===== config.mk =====
export PLATFORM = sky130hd
export DESIGN_NAME = exec_top
export DESIGN_NICKNAME = d
export VERILOG_FILES = /design/src/hw/exec_pkg.sv /design/src/hw/op_gen.sv /design/src/hw/inst_decoder.sv /design/src/hw/exec_alu.sv /design/src/hw/hilo_unit.sv /design/src/hw/result_stage.sv /design/src/hw/exec_top.sv
export SDC_FILE = /design/constraint.sdc
export NUM_CORES = 2
export LEC_CHECK = 0
export ABC_AREA = 1
export CAP_MARGIN = 10
export CORE_ASPECT_RATIO = 0.5
export CORE_MARGIN = 1
export CORE_UTILIZATION = 43
export CTS_BUF_LIST = sky130_fd_sc_hd__clkbuf_8
export CTS_CLUSTER_DIAMETER = 30
export DETAILED_ROUTE_END_ITERATION = 12
export DONT_BUFFER_PORTS = 1
export PLACE_DENSITY_LB_ADDON = 0.05
export SLEW_MARGIN = 20
export SYNTH_ARGS = -nofsm -noshare
export SYNTH_HDL_FRONTEND = slang
export SYNTH_SLANG_ARGS = --single-unit

===== constraint.sdc =====
create_clock -name clk -period 7.1 [get_ports clk]
set_clock_uncertainty 0.05 [all_clocks]
set_input_delay 0.355 -clock clk [delete_from_list [all_inputs] [get_ports clk]]
set_output_delay 0.355 -clock clk [all_outputs]
set_load 0.01 [all_outputs]

===== src/hw/exec_pkg.sv =====
package exec_pkg;

  localparam int DATA_W     = 32;
  localparam int REG_ADDR_W = 5;
  localparam int INST_OP_W  = 6;
  localparam int FUNCT_W    = 6;
  localparam int REGIMM_W   = 5;
  localparam int SHAMT_W    = 5;
  localparam int IMM_W      = 16;
  localparam int OPGEN_W    = 5;

  // Primary opcode field, inst[31:26]
  typedef enum logic [INST_OP_W-1:0] {
    OP_SPECIAL  = 6'b000000,
    OP_REGIMM   = 6'b000001,
    OP_J        = 6'b000010,
    OP_JAL      = 6'b000011,
    OP_BEQ      = 6'b000100,
    OP_BNE      = 6'b000101,
    OP_BLEZ     = 6'b000110,
    OP_BGTZ     = 6'b000111,
    OP_ADDI     = 6'b001000,
    OP_ADDIU    = 6'b001001,
    OP_SLTI     = 6'b001010,
    OP_SLTIU    = 6'b001011,
    OP_ANDI     = 6'b001100,
    OP_ORI      = 6'b001101,
    OP_XORI     = 6'b001110,
    OP_LUI      = 6'b001111,
    OP_CP0      = 6'b010000,
    OP_SPECIAL2 = 6'b011100,
    OP_LB       = 6'b100000,
    OP_LH       = 6'b100001,
    OP_LW       = 6'b100011,
    OP_LBU      = 6'b100100,
    OP_LHU      = 6'b100101,
    OP_SB       = 6'b101000,
    OP_SH       = 6'b101001,
    OP_SW       = 6'b101011
  } inst_op_e;

  typedef enum logic [FUNCT_W-1:0] {
    FUNCT_SLL  = 6'b000000, FUNCT_SRL   = 6'b000010, FUNCT_SRA  = 6'b000011,
    FUNCT_SLLV = 6'b000100, FUNCT_SRLV  = 6'b000110, FUNCT_SRAV = 6'b000111,
    FUNCT_JR   = 6'b001000, FUNCT_JALR  = 6'b001001, FUNCT_MOVZ = 6'b001010,
    FUNCT_MOVN = 6'b001011, FUNCT_SYSCALL = 6'b001100, FUNCT_BREAK = 6'b001101,
    FUNCT_MFHI = 6'b010000, FUNCT_MTHI  = 6'b010001, FUNCT_MFLO = 6'b010010,
    FUNCT_MTLO = 6'b010011, FUNCT_MULT  = 6'b011000, FUNCT_MULTU = 6'b011001,
    FUNCT_DIV  = 6'b011010, FUNCT_DIVU  = 6'b011011, FUNCT_ADD  = 6'b100000,
    FUNCT_ADDU = 6'b100001, FUNCT_SUB   = 6'b100010, FUNCT_SUBU = 6'b100011,
    FUNCT_AND  = 6'b100100, FUNCT_OR    = 6'b100101, FUNCT_XOR  = 6'b100110,
    FUNCT_NOR  = 6'b100111, FUNCT_SLT   = 6'b101010, FUNCT_SLTU = 6'b101011
  } funct_e;

  // rt selector under REGIMM
  typedef enum logic [REGIMM_W-1:0] {
    REGIMM_BLTZ   = 5'b00000,
    REGIMM_BGEZ   = 5'b00001,
    REGIMM_BLTZAL = 5'b10000,
    REGIMM_BGEZAL = 5'b10001
  } regimm_e;

  typedef enum logic [OPGEN_W-1:0] {
    OPGEN_NOP, OPGEN_ADD, OPGEN_SUB, OPGEN_SLT, OPGEN_SLTU,
    OPGEN_AND, OPGEN_OR, OPGEN_XOR, OPGEN_NOR,
    OPGEN_SLL, OPGEN_SRL, OPGEN_SRA, OPGEN_SLLV, OPGEN_SRLV, OPGEN_SRAV,
    OPGEN_MULT, OPGEN_MULTU, OPGEN_MFHI, OPGEN_MFLO,
    OPGEN_MTHI, OPGEN_MTLO, OPGEN_MOVZ, OPGEN_MOVN,
    OPGEN_BEQ, OPGEN_BNE, OPGEN_BGTZ, OPGEN_BLEZ, OPGEN_BLTZ, OPGEN_BGEZ
  } opgen_e;

  typedef struct packed {
    opgen_e                op;
    logic [DATA_W-1:0]     src_a;
    logic [DATA_W-1:0]     src_b;
    logic [SHAMT_W-1:0]    shamt;
    logic [REG_ADDR_W-1:0] dest;
    logic                  dest_write;
  } dec_op_t;

  typedef struct packed {
    logic [DATA_W-1:0]     result;
    logic [REG_ADDR_W-1:0] dest;
    logic                  wb_en;
    logic                  br_taken;
  } exec_res_t;

endpackage


===== src/hw/op_gen.sv =====
`timescale 1ns/10ps

module op_gen (
  input  exec_pkg::inst_op_e                 op,
  input  exec_pkg::funct_e                   funct,
  input  logic [exec_pkg::REGIMM_W-1:0]      rt,
  output exec_pkg::opgen_e                   opgen
);

  import exec_pkg::*;

  always_comb begin
    opgen = OPGEN_NOP;
    case (op)
      OP_SPECIAL: begin
        case (funct)
          FUNCT_ADD, FUNCT_ADDU: opgen = OPGEN_ADD;
          FUNCT_SUB, FUNCT_SUBU: opgen = OPGEN_SUB;
          FUNCT_SLT:   opgen = OPGEN_SLT;
          FUNCT_SLTU:  opgen = OPGEN_SLTU;
          FUNCT_AND:   opgen = OPGEN_AND;
          FUNCT_OR:    opgen = OPGEN_OR;
          FUNCT_XOR:   opgen = OPGEN_XOR;
          FUNCT_NOR:   opgen = OPGEN_NOR;
          FUNCT_SLL:   opgen = OPGEN_SLL;
          FUNCT_SRL:   opgen = OPGEN_SRL;
          FUNCT_SRA:   opgen = OPGEN_SRA;
          FUNCT_SLLV:  opgen = OPGEN_SLLV;
          FUNCT_SRLV:  opgen = OPGEN_SRLV;
          FUNCT_SRAV:  opgen = OPGEN_SRAV;
          FUNCT_MULT:  opgen = OPGEN_MULT;
          FUNCT_MULTU: opgen = OPGEN_MULTU;
          FUNCT_MFHI:  opgen = OPGEN_MFHI;
          FUNCT_MFLO:  opgen = OPGEN_MFLO;
          FUNCT_MTHI:  opgen = OPGEN_MTHI;
          FUNCT_MTLO:  opgen = OPGEN_MTLO;
          FUNCT_MOVZ:  opgen = OPGEN_MOVZ;
          FUNCT_MOVN:  opgen = OPGEN_MOVN;
          // Divide, jumps, syscall and break are not executed here
          FUNCT_DIV, FUNCT_DIVU, FUNCT_JR, FUNCT_JALR,
          FUNCT_SYSCALL, FUNCT_BREAK: opgen = OPGEN_NOP;
          default:     opgen = OPGEN_NOP;
        endcase
      end
      OP_REGIMM: begin
        // Link variants resolve like the plain compares
        case (rt)
          REGIMM_BLTZ, REGIMM_BLTZAL: opgen = OPGEN_BLTZ;
          REGIMM_BGEZ, REGIMM_BGEZAL: opgen = OPGEN_BGEZ;
          default:                    opgen = OPGEN_NOP;
        endcase
      end
      OP_ADDI, OP_ADDIU: opgen = OPGEN_ADD;
      OP_SLTI:           opgen = OPGEN_SLT;
      OP_SLTIU:          opgen = OPGEN_SLTU;
      OP_ANDI:           opgen = OPGEN_AND;
      // LUI ors the shifted immediate onto zero
      OP_LUI, OP_ORI:    opgen = OPGEN_OR;
      OP_XORI:           opgen = OPGEN_XOR;
      OP_BEQ:            opgen = OPGEN_BEQ;
      OP_BNE:            opgen = OPGEN_BNE;
      OP_BGTZ:           opgen = OPGEN_BGTZ;
      OP_BLEZ:           opgen = OPGEN_BLEZ;
      // Jumps, SPECIAL2, CP0 and memory access handled elsewhere
      OP_J, OP_JAL, OP_SPECIAL2, OP_CP0,
      OP_LB, OP_LBU, OP_LH, OP_LHU, OP_LW,
      OP_SB, OP_SH, OP_SW: opgen = OPGEN_NOP;
      default:             opgen = OPGEN_NOP;
    endcase
  end

endmodule


===== src/hw/inst_decoder.sv =====
`timescale 1ns/10ps

module inst_decoder (
  input  logic                          clk,
  input  logic                          arst_n,
  input  logic                          inst_valid,
  input  logic [exec_pkg::DATA_W-1:0]   inst,
  input  logic [exec_pkg::DATA_W-1:0]   rs_value,
  input  logic [exec_pkg::DATA_W-1:0]   rt_value,
  output logic                          dec_valid,
  output exec_pkg::dec_op_t             dec
);

  import exec_pkg::*;

  inst_op_e              opcode;
  funct_e                funct;
  logic [REG_ADDR_W-1:0] rt;
  logic [REG_ADDR_W-1:0] rd;
  logic [SHAMT_W-1:0]    sa;
  logic [IMM_W-1:0]      imm;
  opgen_e                opgen;
  dec_op_t               dec_next;

  assign opcode = inst_op_e'(inst[31:26]);
  assign rt     = inst[20:16];
  assign rd     = inst[15:11];
  assign sa     = inst[10:6];
  assign funct  = funct_e'(inst[5:0]);
  assign imm    = inst[15:0];

  op_gen op_gen_i (
    .op    (opcode),
    .funct (funct),
    .rt    (rt),
    .opgen (opgen)
  );

  always_comb begin
    dec_next       = '0;
    dec_next.op    = opgen;
    dec_next.src_a = (opcode == OP_LUI) ? '0 : rs_value;
    case (opcode)
      OP_ADDI, OP_ADDIU, OP_SLTI, OP_SLTIU:
        dec_next.src_b = {{(DATA_W-IMM_W){imm[IMM_W-1]}}, imm};
      OP_ANDI, OP_ORI, OP_XORI:
        dec_next.src_b = {{(DATA_W-IMM_W){1'b0}}, imm};
      OP_LUI:
        dec_next.src_b = {imm, {(DATA_W-IMM_W){1'b0}}};
      default:
        dec_next.src_b = rt_value;
    endcase
    // Variable shifts take the amount from rs
    case (opgen)
      OPGEN_SLLV, OPGEN_SRLV, OPGEN_SRAV: dec_next.shamt = rs_value[SHAMT_W-1:0];
      default:                            dec_next.shamt = sa;
    endcase
    dec_next.dest = (opcode == OP_SPECIAL) ? rd : rt;
    case (opgen)
      OPGEN_ADD, OPGEN_SUB, OPGEN_SLT, OPGEN_SLTU, OPGEN_AND, OPGEN_OR, OPGEN_XOR,
      OPGEN_NOR, OPGEN_SLL, OPGEN_SRL, OPGEN_SRA, OPGEN_SLLV, OPGEN_SRLV, OPGEN_SRAV,
      OPGEN_MFHI, OPGEN_MFLO, OPGEN_MOVZ, OPGEN_MOVN: dec_next.dest_write = 1'b1;
      default:                                        dec_next.dest_write = 1'b0;
    endcase
  end

  always_ff @(posedge clk or negedge arst_n) begin
    if (!arst_n) begin
      dec_valid <= 1'b0;
    end else begin
      dec_valid <= inst_valid;
    end
  end

  always_ff @(posedge clk) begin
    if (inst_valid) begin
      dec <= dec_next;
    end
  end

endmodule


===== src/hw/exec_alu.sv =====
`timescale 1ns/10ps

module exec_alu (
  input  logic                          dec_valid,
  input  exec_pkg::dec_op_t             dec,
  input  logic [exec_pkg::DATA_W-1:0]   hi,
  input  logic [exec_pkg::DATA_W-1:0]   lo,
  output exec_pkg::exec_res_t           alu_res
);

  import exec_pkg::*;

  logic [DATA_W-1:0] a;
  logic [DATA_W-1:0] b;
  logic [DATA_W-1:0] result;
  logic              a_zero;
  logic              a_neg;
  logic              move_blocked;
  logic              taken;

  assign a      = dec.src_a;
  assign b      = dec.src_b;
  assign a_zero = (a == '0);
  assign a_neg  = a[DATA_W-1];

  always_comb begin
    result = '0;
    case (dec.op)
      OPGEN_ADD:  result = a + b;
      OPGEN_SUB:  result = a - b;
      OPGEN_SLT:  result = {{(DATA_W-1){1'b0}}, $signed(a) < $signed(b)};
      OPGEN_SLTU: result = {{(DATA_W-1){1'b0}}, a < b};
      OPGEN_AND:  result = a & b;
      OPGEN_OR:   result = a | b;
      OPGEN_XOR:  result = a ^ b;
      OPGEN_NOR:  result = ~(a | b);
      // Shifts always operate on rt
      OPGEN_SLL, OPGEN_SLLV: result = b << dec.shamt;
      OPGEN_SRL, OPGEN_SRLV: result = b >> dec.shamt;
      OPGEN_SRA, OPGEN_SRAV: result = $unsigned($signed(b) >>> dec.shamt);
      OPGEN_MFHI: result = hi;
      OPGEN_MFLO: result = lo;
      OPGEN_MOVZ, OPGEN_MOVN: result = a;
      default:    result = '0;
    endcase
  end

  // Conditional moves drop the write when rt fails the test
  assign move_blocked = ((dec.op == OPGEN_MOVZ) && (b != '0)) ||
                        ((dec.op == OPGEN_MOVN) && (b == '0));

  always_comb begin
    case (dec.op)
      OPGEN_BEQ:  taken = (a == b);
      OPGEN_BNE:  taken = (a != b);
      OPGEN_BGTZ: taken = !a_neg && !a_zero;
      OPGEN_BLEZ: taken = a_neg || a_zero;
      OPGEN_BLTZ: taken = a_neg;
      OPGEN_BGEZ: taken = !a_neg;
      default:    taken = 1'b0;
    endcase
  end

  always_comb begin
    alu_res.result   = result;
    alu_res.dest     = dec.dest;
    alu_res.wb_en    = dec_valid && dec.dest_write && (dec.dest != '0) && !move_blocked;
    alu_res.br_taken = dec_valid && taken;
  end

endmodule


===== src/hw/hilo_unit.sv =====
`timescale 1ns/10ps

module hilo_unit (
  input  logic                          clk,
  input  logic                          arst_n,
  input  logic                          dec_valid,
  input  exec_pkg::dec_op_t             dec,
  output logic [exec_pkg::DATA_W-1:0]   hi,
  output logic [exec_pkg::DATA_W-1:0]   lo
);

  import exec_pkg::*;

  logic                  is_signed;
  logic [2*DATA_W-1:0]   ext_a;
  logic [2*DATA_W-1:0]   ext_b;
  logic [2*DATA_W-1:0]   product;

  // One multiplier; sign extension picks signed or unsigned
  assign is_signed = (dec.op == OPGEN_MULT);
  assign ext_a     = {{DATA_W{is_signed & dec.src_a[DATA_W-1]}}, dec.src_a};
  assign ext_b     = {{DATA_W{is_signed & dec.src_b[DATA_W-1]}}, dec.src_b};
  assign product   = ext_a * ext_b;

  always_ff @(posedge clk or negedge arst_n) begin
    if (!arst_n) begin
      hi <= '0;
      lo <= '0;
    end else if (dec_valid) begin
      case (dec.op)
        OPGEN_MULT, OPGEN_MULTU: begin
          hi <= product[2*DATA_W-1:DATA_W];
          lo <= product[DATA_W-1:0];
        end
        OPGEN_MTHI: hi <= dec.src_a;
        OPGEN_MTLO: lo <= dec.src_a;
        default: begin
          hi <= hi;
          lo <= lo;
        end
      endcase
    end
  end

endmodule


===== src/hw/result_stage.sv =====
`timescale 1ns/10ps

module result_stage (
  input  logic                  clk,
  input  logic                  arst_n,
  input  logic                  dec_valid,
  input  exec_pkg::exec_res_t   alu_res,
  output logic                  res_valid,
  output exec_pkg::exec_res_t   res
);

  import exec_pkg::*;

  logic [DATA_W-1:0]     result_q;
  logic [REG_ADDR_W-1:0] dest_q;
  logic                  wb_en_q;
  logic                  br_taken_q;

  always_ff @(posedge clk or negedge arst_n) begin
    if (!arst_n) begin
      res_valid  <= 1'b0;
      wb_en_q    <= 1'b0;
      br_taken_q <= 1'b0;
    end else begin
      res_valid  <= dec_valid;
      wb_en_q    <= dec_valid & alu_res.wb_en;
      br_taken_q <= dec_valid & alu_res.br_taken;
    end
  end

  always_ff @(posedge clk) begin
    if (dec_valid) begin
      result_q <= alu_res.result;
      dest_q   <= alu_res.dest;
    end
  end

  assign res = '{result: result_q, dest: dest_q, wb_en: wb_en_q, br_taken: br_taken_q};

endmodule


===== src/hw/exec_top.sv =====
`timescale 1ns/10ps

module exec_top (
  input  logic                          clk,
  input  logic                          arst_n,
  input  logic                          inst_valid,
  input  logic [exec_pkg::DATA_W-1:0]   inst,
  input  logic [exec_pkg::DATA_W-1:0]   rs_value,
  input  logic [exec_pkg::DATA_W-1:0]   rt_value,
  output logic                          res_valid,
  output exec_pkg::exec_res_t           res
);

  import exec_pkg::*;

  logic              dec_valid;
  dec_op_t           dec;
  logic [DATA_W-1:0] hi;
  logic [DATA_W-1:0] lo;
  exec_res_t         alu_res;

  inst_decoder inst_decoder_i (
    .clk        (clk),
    .arst_n     (arst_n),
    .inst_valid (inst_valid),
    .inst       (inst),
    .rs_value   (rs_value),
    .rt_value   (rt_value),
    .dec_valid  (dec_valid),
    .dec        (dec)
  );

  exec_alu exec_alu_i (
    .dec_valid (dec_valid),
    .dec       (dec),
    .hi        (hi),
    .lo        (lo),
    .alu_res   (alu_res)
  );

  // HI/LO commit on the same edge the result stage captures
  hilo_unit hilo_unit_i (
    .clk       (clk),
    .arst_n    (arst_n),
    .dec_valid (dec_valid),
    .dec       (dec),
    .hi        (hi),
    .lo        (lo)
  );

  result_stage result_stage_i (
    .clk       (clk),
    .arst_n    (arst_n),
    .dec_valid (dec_valid),
    .alu_res   (alu_res),
    .res_valid (res_valid),
    .res       (res)
  );

endmodule


Word-level counts from Yosys, hierarchy flattened

Memories as Yosys holds them, arrays and structs flattened. A register that Yosys moved wholly into a read port is not among the register bits.
Cells that the tools add are included.

Flip-flop bits (word level): 184
ROM bits: 352
Input port bits: 99
Logic and storage cells: 123
Memories: 2

Add/subtract/negate cells: 2
$mul: 1
Order comparisons: 2
Eq/ne operators: 49
Shift operators: 3
Multiplexer cells: 9
Bitwise gates (word level): 8
Reductions and logical operators: 34

Memories:

| memory          | depth | width | read ports | clocked after Yosys merged registers in | wr ports | line               | RTL |
|---|---|---|---|---|---|---|---|
| (no name shown) | 64    | 5     | 1          | 0                                       | 0        | op_gen.sv:16       | `case (funct)` |
| (no name shown) | 32    | 1     | 1          | 1                                       | 0        | inst_decoder.sv:59 | `case (opgen)` |

Operator list:

| cell                                                 | number |
|---|---|
| one-hot mux 32 bit (14 select lines)                 | 1 |
| one-hot mux 32 bit (2 select lines)                  | 2 |
| one-hot mux 32 bit (3 select lines)                  | 1 |
| equality test 5 bit (second input constant)          | 15 |
| logical NOT 32 bit                                   | 2 |
| less-than comparator 32 bit                          | 2 |
| multiplier 33 x 33 -> 64 bit                         | 1 |
| one-hot mux 5 bit (12 select lines)                  | 1 |
| equality test 5 x 4 -> 1 bit (second input constant) | 11 |
| equality test 6 x 4 -> 1 bit (second input constant) | 8 |
| adder 32 bit                                         | 1 |
| AND 32 bit                                           | 1 |
| equality test 32 bit                                 | 1 |
| inequality test 32 bit                               | 1 |
| inverter 32 bit                                      | 1 |
| OR 32 bit                                            | 1 |
| nonzero test 32 bit                                  | 1 |
| << shifter 32 x 5 -> 32 bit                          | 1 |
| >> shifter 32 x 5 -> 32 bit                          | 1 |
| >>> shifter 32 x 5 -> 32 bit                         | 1 |
| subtractor 32 bit                                    | 1 |
| XOR 32 bit                                           | 1 |
| equality test 6 x 3 -> 1 bit (second input constant) | 4 |
| equality test 5 x 3 -> 1 bit (second input constant) | 4 |
| other kinds (18)                                     | 44 |

Logic depth before layout (Yosys ltp)

Depth in word-level cells: 7
Mapped depth: 35

By module

A second synthesis with hierarchy kept.

Cells, all modules: 8352
Area total of the unflattened synthesis: 59479.5 µm²

Modules (own cells, without submodules):

| module       | times used | cells each | area an instance (µm²) | sequential area each (µm²) |
|---|---|---|---|---|
| hilo_unit    | 1          | 5389       | 42599.6                | 1601.5 |
| exec_alu     | 1          | 2483       | 11573.6                | 0.0 |
| inst_decoder | 1          | 316        | 3455.8                 | 2427.3 |
| result_stage | 1          | 46         | 1216.2                 | 1186.1 |
| op_gen       | 1          | 118        | 634.4                  | 0.0 |

Worst setup path before layout

Ideal clock, no wire load.

Path kind: reg-to-reg
Start: register inst_decoder_i.dec[77] (netlist name)
End: register hilo_unit_i.hi[30] (netlist name)
Library setup time: 0.123 ns
Arrival: 7.407 ns
Data required time: 6.927 ns
Setup slack: -0.480 ns
Stages on the path, launching flop included: 32
Path buffers: 1
Clock period less this slack: 7.580 ns
Cells stage by stage: edfxtp_1 -> nand2_1 -> clkinv_1 -> nand2_1 -> clkbuf_1 -> nor2_1 -> fa_1 -> inv_1 -> fa_1 -> inv_1 -> fa_1 -> inv_1 -> fa_1 -> fa_1 -> fa_1 -> inv_1 -> fa_1 -> inv_1 -> fa_1 -> inv_1 -> ha_1 -> inv_1 -> nor3_1 -> inv_1 -> nor2_1 -> nand2_1 -> nor3_1 -> nand2_1 -> nand3_1 -> nand2_1 -> o21ai_0 -> nand2_1

Longest elaborated chain between the ends: 4
Elaborated cells on any way between the ends: 10

RTL lines:

| item                                                                              | line                             | RTL |
|---|---|---|
| equality test 5 x 4 -> 1 bit / equality test 5 bit (equally long branches)        | hilo_unit.sv:20, hilo_unit.sv:30 |  |
| AND 1 bit, or another cell as far along                                           | hilo_unit.sv:21                  | `assign ext_a = {{DATA_W{is_signed & dec.src_a[DATA_W-1]}}, dec.src_a};` |
| multiplier 33 x 33 -> 64 bit / nonzero test 2 bit (equally long branches)         | --                               |  |
| one-hot mux 32 bit (2 select lines) / AND reduction 2 bit (equally long branches) | --                               |  |
| to (signal assigned)                                                              | hilo_unit.sv:32                  | `hi <= product[2*DATA_W-1:DATA_W];` |
| to (signal assigned)                                                              | hilo_unit.sv:35                  | `OPGEN_MTHI: hi <= dec.src_a;` |
| to (signal assigned)                                                              | hilo_unit.sv:38                  | `hi <= hi;` |
| to (decl)                                                                         | hilo_unit.sv:8                   | `output logic [exec_pkg::DATA_W-1:0] hi,` |

Several ways; a longest one is shown, not always the timed one.
A chain may end at the register's enable or synchronous reset.

Worst setup path after layout

Start: register inst_decoder_i.dec[21] (netlist name)
End: register hilo_unit_i.hi[18] (netlist name)

Longest elaborated chain between the ends: 2

RTL lines:

| item                                | line            | RTL |
|---|---|---|
| multiplier 33 x 33 -> 64 bit        | hilo_unit.sv:23 | `assign product = ext_a * ext_b;` |
| one-hot mux 32 bit (2 select lines) | hilo_unit.sv:30 | `case (dec.op)` |

Every way passes these cells.

==> flow_summary.yaml <==
timing:
  finalSetupViolations: 43
  final.period_utilization_pct: 106
  rsz0062_at_grt: "yes"
  worst_slew_pin_slew_ps: 1160
  slew_headroom_pct: 20.8
  fmax_mhz: 133
  postLayoutSetupSlackWorst_ps: -417
  min_period_ps: 7520
  finalHoldViolations: 0
  drv_slew: 0
setup_path:
  cp_slowest_cell: "fa_1"
  cp.required_ps: 7560
  reg2regPathDepth: 32
  r2r_end: "hilo_unit_i.hi[18]"
  crit_path_end_kind: "register"
  path_class: "reg2reg"
  rrSetupSlack_ps: -420
  worstSetupStartpoint: "inst_decoder_i.dec[21]"
  endpoint: "hilo_unit_i.hi[18]"
  critPathMaxFanout: 6
  r2r_start: "inst_decoder_i.dec[21]"
  arrival_ps: 7980
  cpPeakStageDelay_ps: 630
  cp-start-kind: "register"
worst_hold_path:
  min_from: "inst[13]"
  hold_class: "in2reg"
clock_tree:
  cts.clk_slew.worst_paths_ps: 140
  clockRootBuffer: "clkbuf_8"
  clkSinkCount: 185
  clk_latency_ps: 620
  cts_made_buffers: 17
  htreeDepth: 4
  cts_tree: "yes"
  clock_path_buffers: 2
synthesis:
  yosysUniqueCellTypes: 60
  synth_nets: 9292
  yosys_register_bits: 185
  synth_area_per_cell_um2: 7.41
  synthCells: 7748
  ys_seq_area_share_pct: 9.08
  synthFlopType: "edfxtp_1"
  synth-edff-count: 117
  yosys_warnings: 0
  synth-async-reset-ratio_pct: 36.8
  synth_area_um2: 57400
run:
  max_cap_viol_count: 0
floorplanning:
  start_util_pct: 43.5
  die_h_um: 260
  rows: 94
  die_x_um: 519
  num_io_pins: 139
  coreArea_um2: 132000
  die-area_um2: 135000
global_route:
  grt_max_degree: 82
  grt_usage_pct: 38.0
  antenna_found_initial: 15
  grt_pass1_vias: 52900
  overflow: 0
  grt_pass1_wl_um: 368000
drt:
  drc: 0
  viasPerCell: 5.36
  wire_per_inst_um: 25.5
  postRouteAntennaNets: 0
  vias: 54000
  drt-initial-drc-count: 6011
  wirelength_um: 258000
  dr.pass1.iters: 6
placement:
  numPortBuffers: 0
  globalplace.congestion: 1.02
  hpwl_um: 216000
  place_worst_setup_slack_ps: -654
final_layout:
  syn_to_final_growth_pct: 21.5
  nets: 9828
  nFillCells: 13100
  final_cell_mix: "nand2_1, inv_1, fa_1, buf_4, o21ai_0"
  layout_commonest_cell: "nand2_1"
  postLayoutCoreUtil_pct: 52.9
  drive_gt1_share_pct: 16.7
outcome:
  status: "finished, violations left"
  violations: "negative setup slack"
==> sequential cells by signal, summed over array words and instances, names as in the netlist, 5 cells and up <==
signal                   count
result_stage_i.dest_q        5
result_stage_i.result_q     32
hilo_unit_i.lo              32
hilo_unit_i.hi              32
inst_decoder_i.dec          80
==> routing by layer <==
layer	share of wire [%]	vias to the layer above	wire length (um)	global-route usage, %
li1	-	24100	-	-
met1	46	27200	120000	57.6
met2	39	2412	99500	51.9
met3	12	292	30300	10.9
met4	3.1	10	7940	10.5
met5	0.022	-	57	0
==> repair_timing <==
action / CTS / global route
gates resized for setup: 288 / 406
pin swaps: 69 / 143
setup endpoints to repair: 44 / 52
setup buffers: 8 / 57
cloned: 0 / 4
hold buffers: 91 / 0
hold endpoints to repair: 221 / 0
==> Yosys cell counts, drive strengths merged, types with 15 or more instances <==
cell type     n  area share (%)
nor4         33            0.36
a31oi        15            0.16
nand2      2034              13
xor2         24            0.37
buf          76            0.68
nand4        55            0.60
ha          318             6.9
o21a         18            0.24
o21bai       18            0.24
edfxtp      117             6.1
nand3       226             2.0
clkbuf      315             2.1
inv        1927              13
nor3         38            0.34
fa         1127              39
nor2        419             2.8
dfrtp        68             3.0
a21oi       297             2.6
o211ai       46            0.60
o21ai       416             3.6
o22ai        30            0.33
==> cells by family after synthesis <==
kind of cell | Yosys count | synth area share, %
simple gates | 2837 | 19.7
buf+inv | 2320 | 15.4
fa+ha+maj | 1445 | 46.2
compound gates | 923 | 9.02
flops | 185 | 9.08
xor+xnor | 29 | 0.442
mux | 9 | 0.157
==> stage by stage <==
| stage | area, um2 | std cells | setup TNS [ps] | hold WS (ps) |
|---|---|---|---|---|
| 2_1_floorplan | 57500 | 7748 | -8.02 | 9.41 |
| 3_3_place_gp | 65100 | 9889 | -18070 | 11.7 |
| 3_5_place_dp | 65100 | 9889 | -18400 | 11.4 |
| 4_1_cts | 67700 | 10000 | -11450 | 12.5 |
| 5_1_grt | 69800 | 10100 | -22540 | 41.7 |
| 6_report | 69800 | 10100 | -11610 | 44.4 |
==> critical path: cells and delay by family, from the launching register on <==
kind,cells,cell delay (ps)
adder cells (fa/ha/maj),10,4480
buffers and inverters,13,1480
flip-flops,1,400
AND/OR/NAND/NOR,9,960
==> how the worst min path moves through the flow <==
stage,cells past startpoint,to,slack [ps]
2_1_floorplan,0,hilo_unit_i.hi[0],9
3_3_place_gp,0,result_stage_i.res_valid,10
3_5_place_dp,0,result_stage_i.res_valid,10
4_1_cts,2,inst_decoder_i.dec[35],10
5_1_grt,2,inst_decoder_i.dec[31],40
6_report,2,inst_decoder_i.dec[3],40
==> cell type report <==
cell class	instances	area, um2	share of cell area [%]
repair buffers	908	8710	12.5
diodes	7	17.5	0.0251
clock inverters	15	226	0.325
flip-flops and latches	185	5220	7.48
well taps	1776	2220	3.18
multi-input cells	5243	45900	65.7
inverters	1929	7270	10.4
clock buffers	17	234	0.335
Power is not shown: default switching activity piles up to over one toggle a cycle in this logic, so the estimate is an artifact.
